$ cat config.mk
export PLATFORM = sky130hd
export DESIGN_NAME = cache_top
export DESIGN_NICKNAME = d
export VERILOG_FILES = /design/src/hdl/cache_pkg.sv /design/src/hdl/cache_top.sv /design/src/hdl/cache_controller.sv /design/src/hdl/cache_line_store.sv
export SDC_FILE = /design/constraint.sdc
export NUM_CORES = 1
export LEC_CHECK = 0
export ABC_AREA = 1
export BUFFER_PORTS_ARGS = -buffer_cell sky130_fd_sc_hd__buf_2
export CAP_MARGIN = 20
export CELL_PAD_IN_SITES_DETAIL_PLACEMENT = 1
export CELL_PAD_IN_SITES_GLOBAL_PLACEMENT = 1
export CORE_ASPECT_RATIO = 0.7
export CORE_UTILIZATION = 30
export DETAILED_ROUTE_END_ITERATION = 8
export PLACE_DENSITY = 0.55
export SLEW_MARGIN = 20
export SYNTH_ARGS = -nofsm -noshare
export SYNTH_HDL_FRONTEND = slang
export SYNTH_SLANG_ARGS = --single-unit
$ cat constraint.sdc
create_clock -name clk -period 4.3 [get_ports clk]
set_clock_uncertainty 0.15 [all_clocks]
set_input_delay 0.215 -clock clk [delete_from_list [all_inputs] [get_ports clk]]
set_output_delay 0.215 -clock clk [all_outputs]
set_load 0.01 [all_outputs]
$ cat src/hdl/cache_pkg.sv
// cache package: address widths, data types, request structs and controller states
package cache_pkg;

	// ------------------------------------------------------------
	// address geometry
	// ------------------------------------------------------------
	localparam int unsigned word_addr_bits  = 30;  // processor word address
	localparam int unsigned offset_bits     = 2;   // word select inside a line
	localparam int unsigned words_per_line  = 1 << offset_bits;
	localparam int unsigned block_addr_bits = word_addr_bits - offset_bits;  // 28

	// ------------------------------------------------------------
	// data types
	// ------------------------------------------------------------
	typedef logic [31:0] word_t;

	// word 0 sits in the low bits
	typedef logic [words_per_line*$bits(word_t)-1:0] line_t;

	// processor request, exactly one of read or write for a valid access
	typedef struct packed {
		logic                      read;
		logic                      write;
		logic [word_addr_bits-1:0] addr;
		word_t                     wdata;
	} proc_req_t;

	// block memory request, held until mem_ready
	typedef struct packed {
		logic                       read;
		logic                       write;
		logic [block_addr_bits-1:0] block_addr;
		line_t                      wdata;
	} mem_req_t;

	// ------------------------------------------------------------
	// miss handling states
	// ------------------------------------------------------------
	typedef enum logic [1:0] {
		idle       = 2'd0,  // hits served here
		write_back = 2'd1,  // dirty victim goes out
		refill     = 2'd2   // new block comes in
	} ctrl_state_t;

endpackage
$ cat src/hdl/cache_top.sv
// cache top: direct-mapped write-back data cache, controller plus line store
`timescale 1ns/100ps

module cache_top #(
	parameter int unsigned index_bits = 3
) (
	input  logic                 clk,
	input  logic                 proc_reset,
	// processor side
	input  cache_pkg::proc_req_t proc_req,
	output logic                 stall,
	output cache_pkg::word_t     rdata,
	// block memory side
	output cache_pkg::mem_req_t  mem_req,
	input  cache_pkg::line_t     mem_rdata,
	input  logic                 mem_ready
);
	import cache_pkg::*;

	localparam int unsigned tag_bits = word_addr_bits - index_bits - offset_bits;

	// ------------------------------------------------------------
	// controller to store
	// ------------------------------------------------------------
	logic [index_bits-1:0]  index;
	logic [offset_bits-1:0] offset;
	logic                   word_we;
	word_t                  word_wdata;
	logic                   fill_en;
	logic [tag_bits-1:0]    fill_tag;
	line_t                  fill_data;

	// store back to controller
	logic                   line_valid;
	logic                   line_dirty;
	logic [tag_bits-1:0]    line_tag;
	line_t                  line_data;

	cache_controller #(
		.index_bits (index_bits)
	) i_cache_controller (
		.clk        (clk),
		.proc_reset (proc_reset),
		.proc_req   (proc_req),
		.stall      (stall),
		.line_valid (line_valid),
		.line_dirty (line_dirty),
		.line_tag   (line_tag),
		.line_data  (line_data),
		.index      (index),
		.offset     (offset),
		.word_we    (word_we),
		.word_wdata (word_wdata),
		.fill_en    (fill_en),
		.fill_tag   (fill_tag),
		.fill_data  (fill_data),
		.mem_req    (mem_req),
		.mem_rdata  (mem_rdata),
		.mem_ready  (mem_ready)
	);

	cache_line_store #(
		.index_bits (index_bits)
	) i_cache_line_store (
		.clk        (clk),
		.proc_reset (proc_reset),
		.index      (index),
		.offset     (offset),
		.word_we    (word_we),
		.word_wdata (word_wdata),
		.fill_en    (fill_en),
		.fill_tag   (fill_tag),
		.fill_data  (fill_data),
		.line_valid (line_valid),
		.line_dirty (line_dirty),
		.line_tag   (line_tag),
		.line_data  (line_data),
		.rd_word    (rdata)  // read data straight from the store
	);

endmodule

$ cat src/hdl/cache_controller.sv
// cache controller: hit test, miss FSM, stall and block memory requests
`timescale 1ns/100ps

module cache_controller #(
	parameter int unsigned index_bits = 3
) (
	input  logic                                clk,
	input  logic                                proc_reset,
	// processor side
	input  cache_pkg::proc_req_t                proc_req,
	output logic                                stall,
	// indexed line from the store
	input  logic                                line_valid,
	input  logic                                line_dirty,
	input  logic [cache_pkg::word_addr_bits-index_bits-cache_pkg::offset_bits-1:0] line_tag,
	input  cache_pkg::line_t                    line_data,
	// store select and write controls
	output logic [index_bits-1:0]               index,
	output logic [cache_pkg::offset_bits-1:0]   offset,
	output logic                                word_we,
	output cache_pkg::word_t                    word_wdata,
	output logic                                fill_en,
	output logic [cache_pkg::word_addr_bits-index_bits-cache_pkg::offset_bits-1:0] fill_tag,
	output cache_pkg::line_t                    fill_data,
	// block memory side
	output cache_pkg::mem_req_t                 mem_req,
	input  cache_pkg::line_t                    mem_rdata,
	input  logic                                mem_ready
);
	import cache_pkg::*;

	localparam int unsigned tag_bits = word_addr_bits - index_bits - offset_bits;

	ctrl_state_t         state_r;
	ctrl_state_t         state_nx;
	logic [tag_bits-1:0] req_tag;
	logic                req_valid;
	logic                hit;

	// ------------------------------------------------------------
	// address split and hit test
	// ------------------------------------------------------------
	assign req_tag = proc_req.addr[word_addr_bits-1 -: tag_bits];
	assign index   = proc_req.addr[offset_bits +: index_bits];
	assign offset  = proc_req.addr[offset_bits-1:0];

	// exactly one of read or write, anything else is dropped
	assign req_valid = proc_req.read ^ proc_req.write;
	assign hit       = line_valid && (line_tag == req_tag);

	// payload paths, qualified by the enables below
	assign word_wdata = proc_req.wdata;
	assign fill_tag   = req_tag;
	assign fill_data  = mem_rdata;

	// ------------------------------------------------------------
	// miss FSM
	// ------------------------------------------------------------
	always_ff @(posedge clk or posedge proc_reset) begin
		if (proc_reset) begin
			state_r <= idle;
		end else begin
			state_r <= state_nx;
		end
	end

	always_comb begin
		state_nx           = state_r;
		stall              = 1'b0;
		word_we            = 1'b0;
		fill_en            = 1'b0;
		mem_req.read       = 1'b0;
		mem_req.write      = 1'b0;
		mem_req.block_addr = {req_tag, index};
		mem_req.wdata      = line_data;  // victim line for write-back

		case (state_r)
			idle: begin
				if (req_valid) begin
					if (hit) begin
						word_we = proc_req.write;  // write hit lands at this edge
					end else begin
						stall = 1'b1;
						// only a valid line can be dirty
						if (line_valid && line_dirty) begin
							state_nx = write_back;
						end else begin
							state_nx = refill;
						end
					end
				end
			end

			write_back: begin
				stall              = 1'b1;
				mem_req.write      = 1'b1;
				mem_req.block_addr = {line_tag, index};  // old block
				if (mem_ready) begin
					state_nx = refill;
				end
			end

			refill: begin
				stall        = 1'b1;
				mem_req.read = 1'b1;
				if (mem_ready) begin
					fill_en  = 1'b1;  // line valid and clean
					state_nx = idle;  // held request hits next cycle
				end
			end

			default: begin
				state_nx = idle;
			end
		endcase
	end

	// ------------------------------------------------------------
	// memory handshake checks
	// ------------------------------------------------------------
	a_mem_one_cmd: assert property (
		@(posedge clk) disable iff (proc_reset)
		!(mem_req.read && mem_req.write)
	) else $error("memory read and write requested together");

	// relies on the processor holding its request under stall
	a_mem_req_held: assert property (
		@(posedge clk) disable iff (proc_reset)
		(mem_req.read || mem_req.write) && !mem_ready |=> $stable(mem_req)
	) else $error("memory request changed before mem_ready");

endmodule

$ cat src/hdl/cache_line_store.sv
// cache line store: valid, dirty, tag and data per line, word write and line fill
`timescale 1ns/100ps

module cache_line_store #(
	parameter int unsigned index_bits = 3
) (
	input  logic                                clk,
	input  logic                                proc_reset,
	// line and word select
	input  logic [index_bits-1:0]               index,
	input  logic [cache_pkg::offset_bits-1:0]   offset,
	// processor word write on a hit
	input  logic                                word_we,
	input  cache_pkg::word_t                    word_wdata,
	// refill from block memory
	input  logic                                fill_en,
	input  logic [cache_pkg::word_addr_bits-index_bits-cache_pkg::offset_bits-1:0] fill_tag,
	input  cache_pkg::line_t                    fill_data,
	// indexed line status
	output logic                                line_valid,
	output logic                                line_dirty,
	output logic [cache_pkg::word_addr_bits-index_bits-cache_pkg::offset_bits-1:0] line_tag,
	output cache_pkg::line_t                    line_data,
	output cache_pkg::word_t                    rd_word
);
	import cache_pkg::*;

	localparam int unsigned tag_bits  = word_addr_bits - index_bits - offset_bits;
	localparam int unsigned num_lines = 1 << index_bits;
	localparam int unsigned word_bits = $bits(word_t);

	// ------------------------------------------------------------
	// storage
	// ------------------------------------------------------------
	logic [num_lines-1:0] valid_r;  // one bit per line
	logic [num_lines-1:0] dirty_r;
	logic [tag_bits-1:0]  tag_mem  [num_lines];
	line_t                data_mem [num_lines];

	// status bits
	always_ff @(posedge clk or posedge proc_reset) begin
		if (proc_reset) begin
			valid_r <= '0;  // every line invalid
			dirty_r <= '0;
		end else if (fill_en) begin
			valid_r[index] <= 1'b1;
			dirty_r[index] <= 1'b0;  // fresh copy of memory
		end else if (word_we) begin
			dirty_r[index] <= 1'b1;
		end
	end

	// tag and data arrays
	always_ff @(posedge clk) begin
		if (fill_en) begin
			tag_mem[index]  <= fill_tag;
			data_mem[index] <= fill_data;
		end else if (word_we) begin
			data_mem[index][offset*word_bits +: word_bits] <= word_wdata;  // one word only
		end
	end

	// ------------------------------------------------------------
	// read side, all combinational
	// ------------------------------------------------------------
	assign line_valid = valid_r[index];
	assign line_dirty = dirty_r[index];
	assign line_tag   = tag_mem[index];
	assign line_data  = data_mem[index];

	// word select from the indexed line
	assign rd_word = line_data[offset*word_bits +: word_bits];

	// controller only fills outside idle and only writes words in idle
	a_no_fill_and_write: assert property (
		@(posedge clk) disable iff (proc_reset)
		!(word_we && fill_en)
	) else $error("word write and line fill in the same cycle");

endmodule

==> results of run 1 <==
-- registers in the layout, indices dropped and copies added (netlist names), named ones only --
name	flops
i_cache_line_store.valid_r	8
i_cache_controller.state_r	2
i_cache_line_store.data_mem	1024
i_cache_line_store.tag_mem	200
-- critical path, cell delays in order --
cell and delay, ps:
buf_2 220, inv_2 100, nand2_1 400, buf_4 240, nor2_4 60, buf_4 200
buf_12 190, a22o_1 230, a221oi_1 250, nand2_1 350, o21ai_0 610, o22ai_1 150
buf_2 210
-- layout make-up --
| class | count | area [sq um] |
|---|---|---|
| Tap cell | 2222 | 2780 |
| Multi-Input combinational cell | 2217 | 11920 |
| Clock buffer | 160 | 3471 |
| Fill cell | 17637 | 103900 |
| Timing Repair Buffer | 765 | 5881 |
| Clock inverter | 73 | 812.0 |
| Antenna cell | 6 | 15.01 |
| Sequential cell | 1242 | 37210 |
| Inverter | 241 | 919.6 |
-- worst paths after layout --
| kind | from | to | depth (start not counted) |
|---|---|---|---|
| max | proc_req[36] | rdata[24] | 13 |
| min | proc_req[8] | i_cache_line_store.data_mem[1][72] | 5 |
| max reg2reg | i_cache_line_store.tag_mem[1][13] | i_cache_line_store.data_mem[1][78] | 17 |
| min reg2reg | i_cache_line_store.valid_r[4] | i_cache_line_store.valid_r[4] | 2 |
| max in group asynchronous | proc_reset | i_cache_line_store.valid_r[5] | 4 |
| min in group asynchronous | proc_reset | i_cache_controller.state_r[1] | 4 |
-- placed cells by master, fill, tap and decap left out, drive strengths merged, types with 2 or more instances in the layout --
cell type / synthesis / final
a221oi: 156 / 156
bufinv: 0 / 11
and3: 4 / 4
nand4: 201 / 201
buf: 97 / 597
o21ai: 154 / 154
nand3b: 5 / 5
nor3: 39 / 39
nand2: 897 / 897
dfrtp: 18 / 18
nand3: 135 / 135
a22o: 103 / 103
diode: 0 / 6
clkinvlp: 0 / 5
o21bai: 7 / 7
o2bb2ai: 4 / 4
dlygate4sd3: 0 / 168
edfxtp: 1224 / 1224
inv: 239 / 244
xor2: 3 / 3
or2: 16 / 16
nor2: 277 / 277
a22oi: 116 / 116
clkbuf: 164 / 160
nor3b: 2 / 2
a211o: 4 / 4
o211ai: 11 / 11
ha: 9 / 9
clkinv: 2 / 54
o22ai: 35 / 35
a21oi: 35 / 35
-- routing by layer --
layer	global-route usage [%]	up-vias	routed length, um
met5	0	-	65
met4	7.619	10	6635
met3	5.293	312	18030
met2	37.45	1671	96140
met1	35.84	19718	95410
li1	-	15920	-
-- where the power goes --
group          total [uW]  switching [uW]  internal (uW)
logic                3350            2450            902
clock network       11600            5080           6480
registers           13800            95.6          13700
total               28800            7630          21100
-- through the flow --
| step | hold slack [ps] | power, uW | std cells | setup slack, ps | util (%) |
|---|---|---|---|---|---|
| detailed placement | 278.1 | 17290 | 6519 | 369.1 | 34.17 |
| floorplan | 3.570 | 15440 | 3961 | 191.5 | - |
| CTS | 0.8252 | 28920 | 6920 | 475.2 | 37.74 |
| global route | 40.59 | 29520 | 6922 | 187.5 | 37.75 |
| finish | 59.44 | 28750 | 6926 | 444.7 | 37.75 |
| global placement | 270.7 | 17250 | 6519 | 350.4 | 34.17 |
-- cell families (layout without fill, tap and decap cells) --
family | count (synthesis) | after routing | share of synthesized area [%]
xor gates and xnor gates | 3 | 3 | 0.05184
and+or+nand+nor | 1578 | 1578 | 13.32
adders and majority gates | 9 | 9 | 0.2221
DFF | 1242 | 1242 | 73.39
AOI/OAI and AO/OA | 627 | 627 | 8.924
buffers and inverters | 502 | 1239 | 4.092
other | 0 | 6 | 0
==> impl_metrics.toml, run 1 <==
[critical_path]
end_kind = "primary output"
crit_path_max_fanout = 31
cp.arrival_ps = 3490
cp.required_ps = 3930
regToRegSetupSlack_ps = 520
cp-start-kind = "input port"
critPathKind = "in -> out"

[pwr]
p_per_area_nw_per_um2 = 456.4
p_leak_uw = 0.02301
ir_worst_vdd_mv = 0.3283

[sta]
tightestPinTransition_ps = 1052
finalSetupTns_ps = 0
fin_crit_ps = 3855
rsz0062_at_grt = "false"
fmax_ghz = 0.2594
slew_viol_final = 0
hold_viol = 0
maxSlewHeadroom_pct = 29.15
fin_crit_sh_pct = 89.66
setup_violations = 0

[logic_synthesis]
yosys.area.top_type_share_pct = 72.50
synth_most_common_cell = "edfxtp_1"
netlist_top_cells_area = "edfxtp_1 (73%), nand2_1 (6.6%), a221oi_1 (2.7%)"
ys_types = 41
netlist_area_sq_um = 50700
ys_seq_area_share_pct = 73.39
synth_warnings = 0
ys_top_cells_by_count = "edfxtp_1 (1224), nand2_1 (896), nor2_1 (273)"
yosys.area.top_type = "edfxtp_1"
synthCells = 3961
synthFlopType = "edfxtp_1"
ys_ff_latch = 1242
synth_edf_count = 1224
syn_nets = 4165
async_reset_ff_share_pct = 1.449
syn_area_per_cell_sq_um = 12.80

[placement]
detailed_place.area_sq_um = 57020
port_buffers = 385
place_congestion = 0.8592
place_hpwl_mm = 148.5

[global_routing]
grt_max_degree = 79
gr-total-overflow = 0
grt_pass1_vias = 36874
grt_pass1_wl_mm = 298.7
grt_antenna_before_repair = 21
grtUsageTotal_pct = 24.92

[cts]
ctsResizeCount = 0
clock-sinks = 1242
cts_max_level = 4
clk_latency_ps = 770
cts_root_buf = "clkbuf_16"
cts.reportedPaths.clkPinSlew_ps = 60
holdBufCountCts = 168
numCtsBuffers = 134
clock_path_buffers = 3
cts_tree = "done"
cts_setup_buffers = 0

[detailed_routing]
route.vias.total = 37631
route.detailed.drc = 0
wire_per_inst_um = 31.23
postRouteAntennaNets = 0
first_iter_violations = 4183
finalWirelength_mm = 216.3
dr.pass1.iters = 5
vias_per_cell = 5.433

[die]
die_area_sq_um = 170700
die_h_um = 345.9
start_util_pct = 30.38
rows = 125
core_area_sq_um = 166900
die_width_um = 493.3
pin_count = 386

[final_layout]
area_growth_syn_to_layout_pct = 24.28
final_net_count = 4805
finalInstanceArea_sq_um = 63000
drive_gt1_share_pct = 18.24

[outcome]
status = "finished clean"

[run]
max-cap-violations = 0

[hold_path]
hp-class = "in -> reg"
Power figures use the tool's default switching activity.
==> run 2, diff against run 1 <==
Settings changed: CAP_MARGIN 20 to not set, SETUP_SLACK_MARGIN set to 0.5.
==> run 2 against run 1 <==
Die area unchanged; wire length decreased by 2.6%; power decreased by 0.81%; register-to-register slack improved by 190 ps; maximum frequency increased by 2.7%; core utilization increased by 0.081 points; clock-buffer cell count increased by 11; final cell count increased by 0.33%; clock power about the same; sequential cell count unchanged; largest cell class unchanged.
==> impl_metrics.toml, run 2 (synthesis results as in run 1) <==
[placement]
detailed_place.area_sq_um = 57230
place_hpwl_mm = 147.8
place_congestion = 0.8953
port_buffers = 385

[die]
die_h_um = 345.9
rows = 125
core_area_sq_um = 166900
die_area_sq_um = 170700
pin_count = 386
die_width_um = 493.3
start_util_pct = 30.38

[sta]
maxSlewHeadroom_pct = 38.61
fin_crit_ps = 3755
rsz0062_at_grt = "true"
fin_crit_sh_pct = 87.33
slew_viol_final = 0
setup_violations = 0
tightestPinTransition_ps = 919.9
finalSetupTns_ps = 0
hold_viol = 0
fmax_ghz = 0.2663

[run]
max-cap-violations = 0

[critical_path]
r2r_cells = 16
cp-start-kind = "input port"
regToRegSetupSlack_ps = 710
cp.required_ps = 3930
worst-path-buf-inv = 6
r2r-start = "i_cache_line_store.tag_mem[7][12]"
path_delay_family = "buffers and inverters"
slowest_stage = "o22ai_1"
end_kind = "primary output"
cp.arrival_ps = 3390
path_common_cell = "nand2_1"
crit_path_max_fanout = 16
cpPeakStageDelay_ps = 390
path_cells = "buf_2, nand2_1, inv_2, nand2_1, inv_6, buf_4, nand2_1, nand2_1, a221oi_1, nand4_1, o21ai_0, buf_4, o22ai_1, buf_2"
critPathKind = "in -> out"
r2r_end = "i_cache_line_store.data_mem[3][34]"

[detailed_routing]
dr.pass1.iters = 5
wire_per_inst_um = 30.33
route.detailed.drc = 0
finalWirelength_mm = 210.7
postRouteAntennaNets = 0
first_iter_violations = 4305
route.vias.total = 37343
vias_per_cell = 5.374

[hold_path]
hp-class = "in -> reg"
min-delay-start = "proc_req[23]"
min_to = "i_cache_line_store.data_mem[1][87]"
hold_path_depth = 5

[outcome]
status = "finished clean"

[cts]
clk_latency_ps = 780
cts_max_level = 4
cts_tree = "done"
cts.reportedPaths.clkPinSlew_ps = 60
cts_root_buf = "clkbuf_16"
numCtsBuffers = 131
clock-sinks = 1242
clock_path_buffers = 3

[final_layout]
largest_reg_flops = 1024
fillers = 17691
final_net_count = 4819
layout_commonest_cell = "edfxtp_1"
finalInstanceArea_sq_um = 63140
regMostFlops = "i_cache_line_store.data_mem"
drive_gt1_share_pct = 18.54
most-common-layout-cells = "edfxtp_1 (1224), nand2_1 (894), buf_2 (383)"
area_growth_syn_to_layout_pct = 24.54
top_regs = "i_cache_line_store.data_mem x1024, i_cache_line_store.tag_mem x200, i_cache_line_store.valid_r x8"

[global_routing]
grt_antenna_before_repair = 23
gr-total-overflow = 0
grt_pass1_wl_mm = 290.1
grt_pass1_vias = 36161
grtUsageTotal_pct = 24.19
grt_max_degree = 94

[pwr]
ir_worst_vdd_mv = 0.3232
p_per_area_nw_per_um2 = 451.7
p_leak_uw = 0.02308
## run 2: cell types whose count changed in the layout (fill, tap and decap cells not counted), moves of 4 or more
cell           change
buf_4             +20
dlygate4sd3_1      -7
clkbuf_1          +12
bufinv_16          -4
clkinv_8           -4
clkinv_16          +4
## run 2: metrics by stage
stage               hold slack, ps  cells  power [uW]  worst slack [ps]  utilization, %
floorplan                    3.570   3961       15440             191.5               -
finish                       22.12   6949       28520             544.8           37.83
global route                 21.85   6945       29280             486.5           37.83
CTS                         0.9731   6943       28660             563.4           37.81
detailed placement           304.1   6542       17280             304.6           34.30
global placement             292.8   6542       17240             339.6           34.30
## run 2: cell type report
| type | instances | area (sq um) | area share [%] |
|---|---|---|---|
| Tap cell | 2222 | 2780 | 4.403 |
| Timing Repair Buffer | 782 | 6048 | 9.579 |
| Clock buffer | 171 | 3491 | 5.529 |
| Inverter | 241 | 924.6 | 1.464 |
| Clock inverter | 66 | 734.5 | 1.163 |
| Multi-Input combinational cell | 2217 | 11930 | 18.90 |
| Antenna cell | 8 | 20.02 | 0.03171 |
| Sequential cell | 1242 | 37210 | 58.93 |
## run 2: timing repair
action	4_1_cts	5_1_grt
setup buffers	0	0
gates resized for setup	2	6
endpoints found under the setup margin	2	53
hold buffers	164	0
gates cloned	0	0
hold endpoints to repair	1220	0
## run 2: worst max path at each step
stage / startpoint / to / slack (ps) / cells past startpoint
2_1_floorplan: proc_req[34] / i_cache_line_store.data_mem[0][0] / 190 / 14
3_3_place_gp: proc_req[34] / i_cache_line_store.data_mem[5][11] / 340 / 18
3_5_place_dp: proc_req[35] / i_cache_line_store.data_mem[3][11] / 300 / 15
4_1_cts: proc_req[35] / rdata[1] / 560 / 11
5_1_grt: i_cache_line_store.tag_mem[0][6] / i_cache_line_store.data_mem[3][34] / 490 / 17
6_report: proc_req[35] / rdata[25] / 540 / 14
## run 2: where the power goes
part	internal, uW	switching, uW	total, uW	leakage [uW]
logic	922	2420	3340	0.00979
clock network	6260	5090	11300	0.00204
registers	13700	94.5	13800	0.0113
## run 2: metal layers
layer / vias up / GRT usage, % / wire length (um)
li1: 15930 / - / -
met1: 19523 / 35.22 / 93150
met2: 1596 / 36.62 / 94200
met3: 290 / 4.438 / 17220
met4: 4 / 6.845 / 6124
met5: - / 0 / 34
## run 2: worst register-to-register path: stages (launching register included)
cell	delay, ps
edfxtp_1	350
or2_1	220
nand2_1	60
nand2_1	60
nor2_1	120
nand2_1	70
nand2_1	150
nand3b_1	100
nor2_1	270
nand2_1	150
nor2_4	140
buf_12	170
nand3_2	120
buf_4	260
nand2_1	140
nand2_1	170
dlygate4sd3_1	620
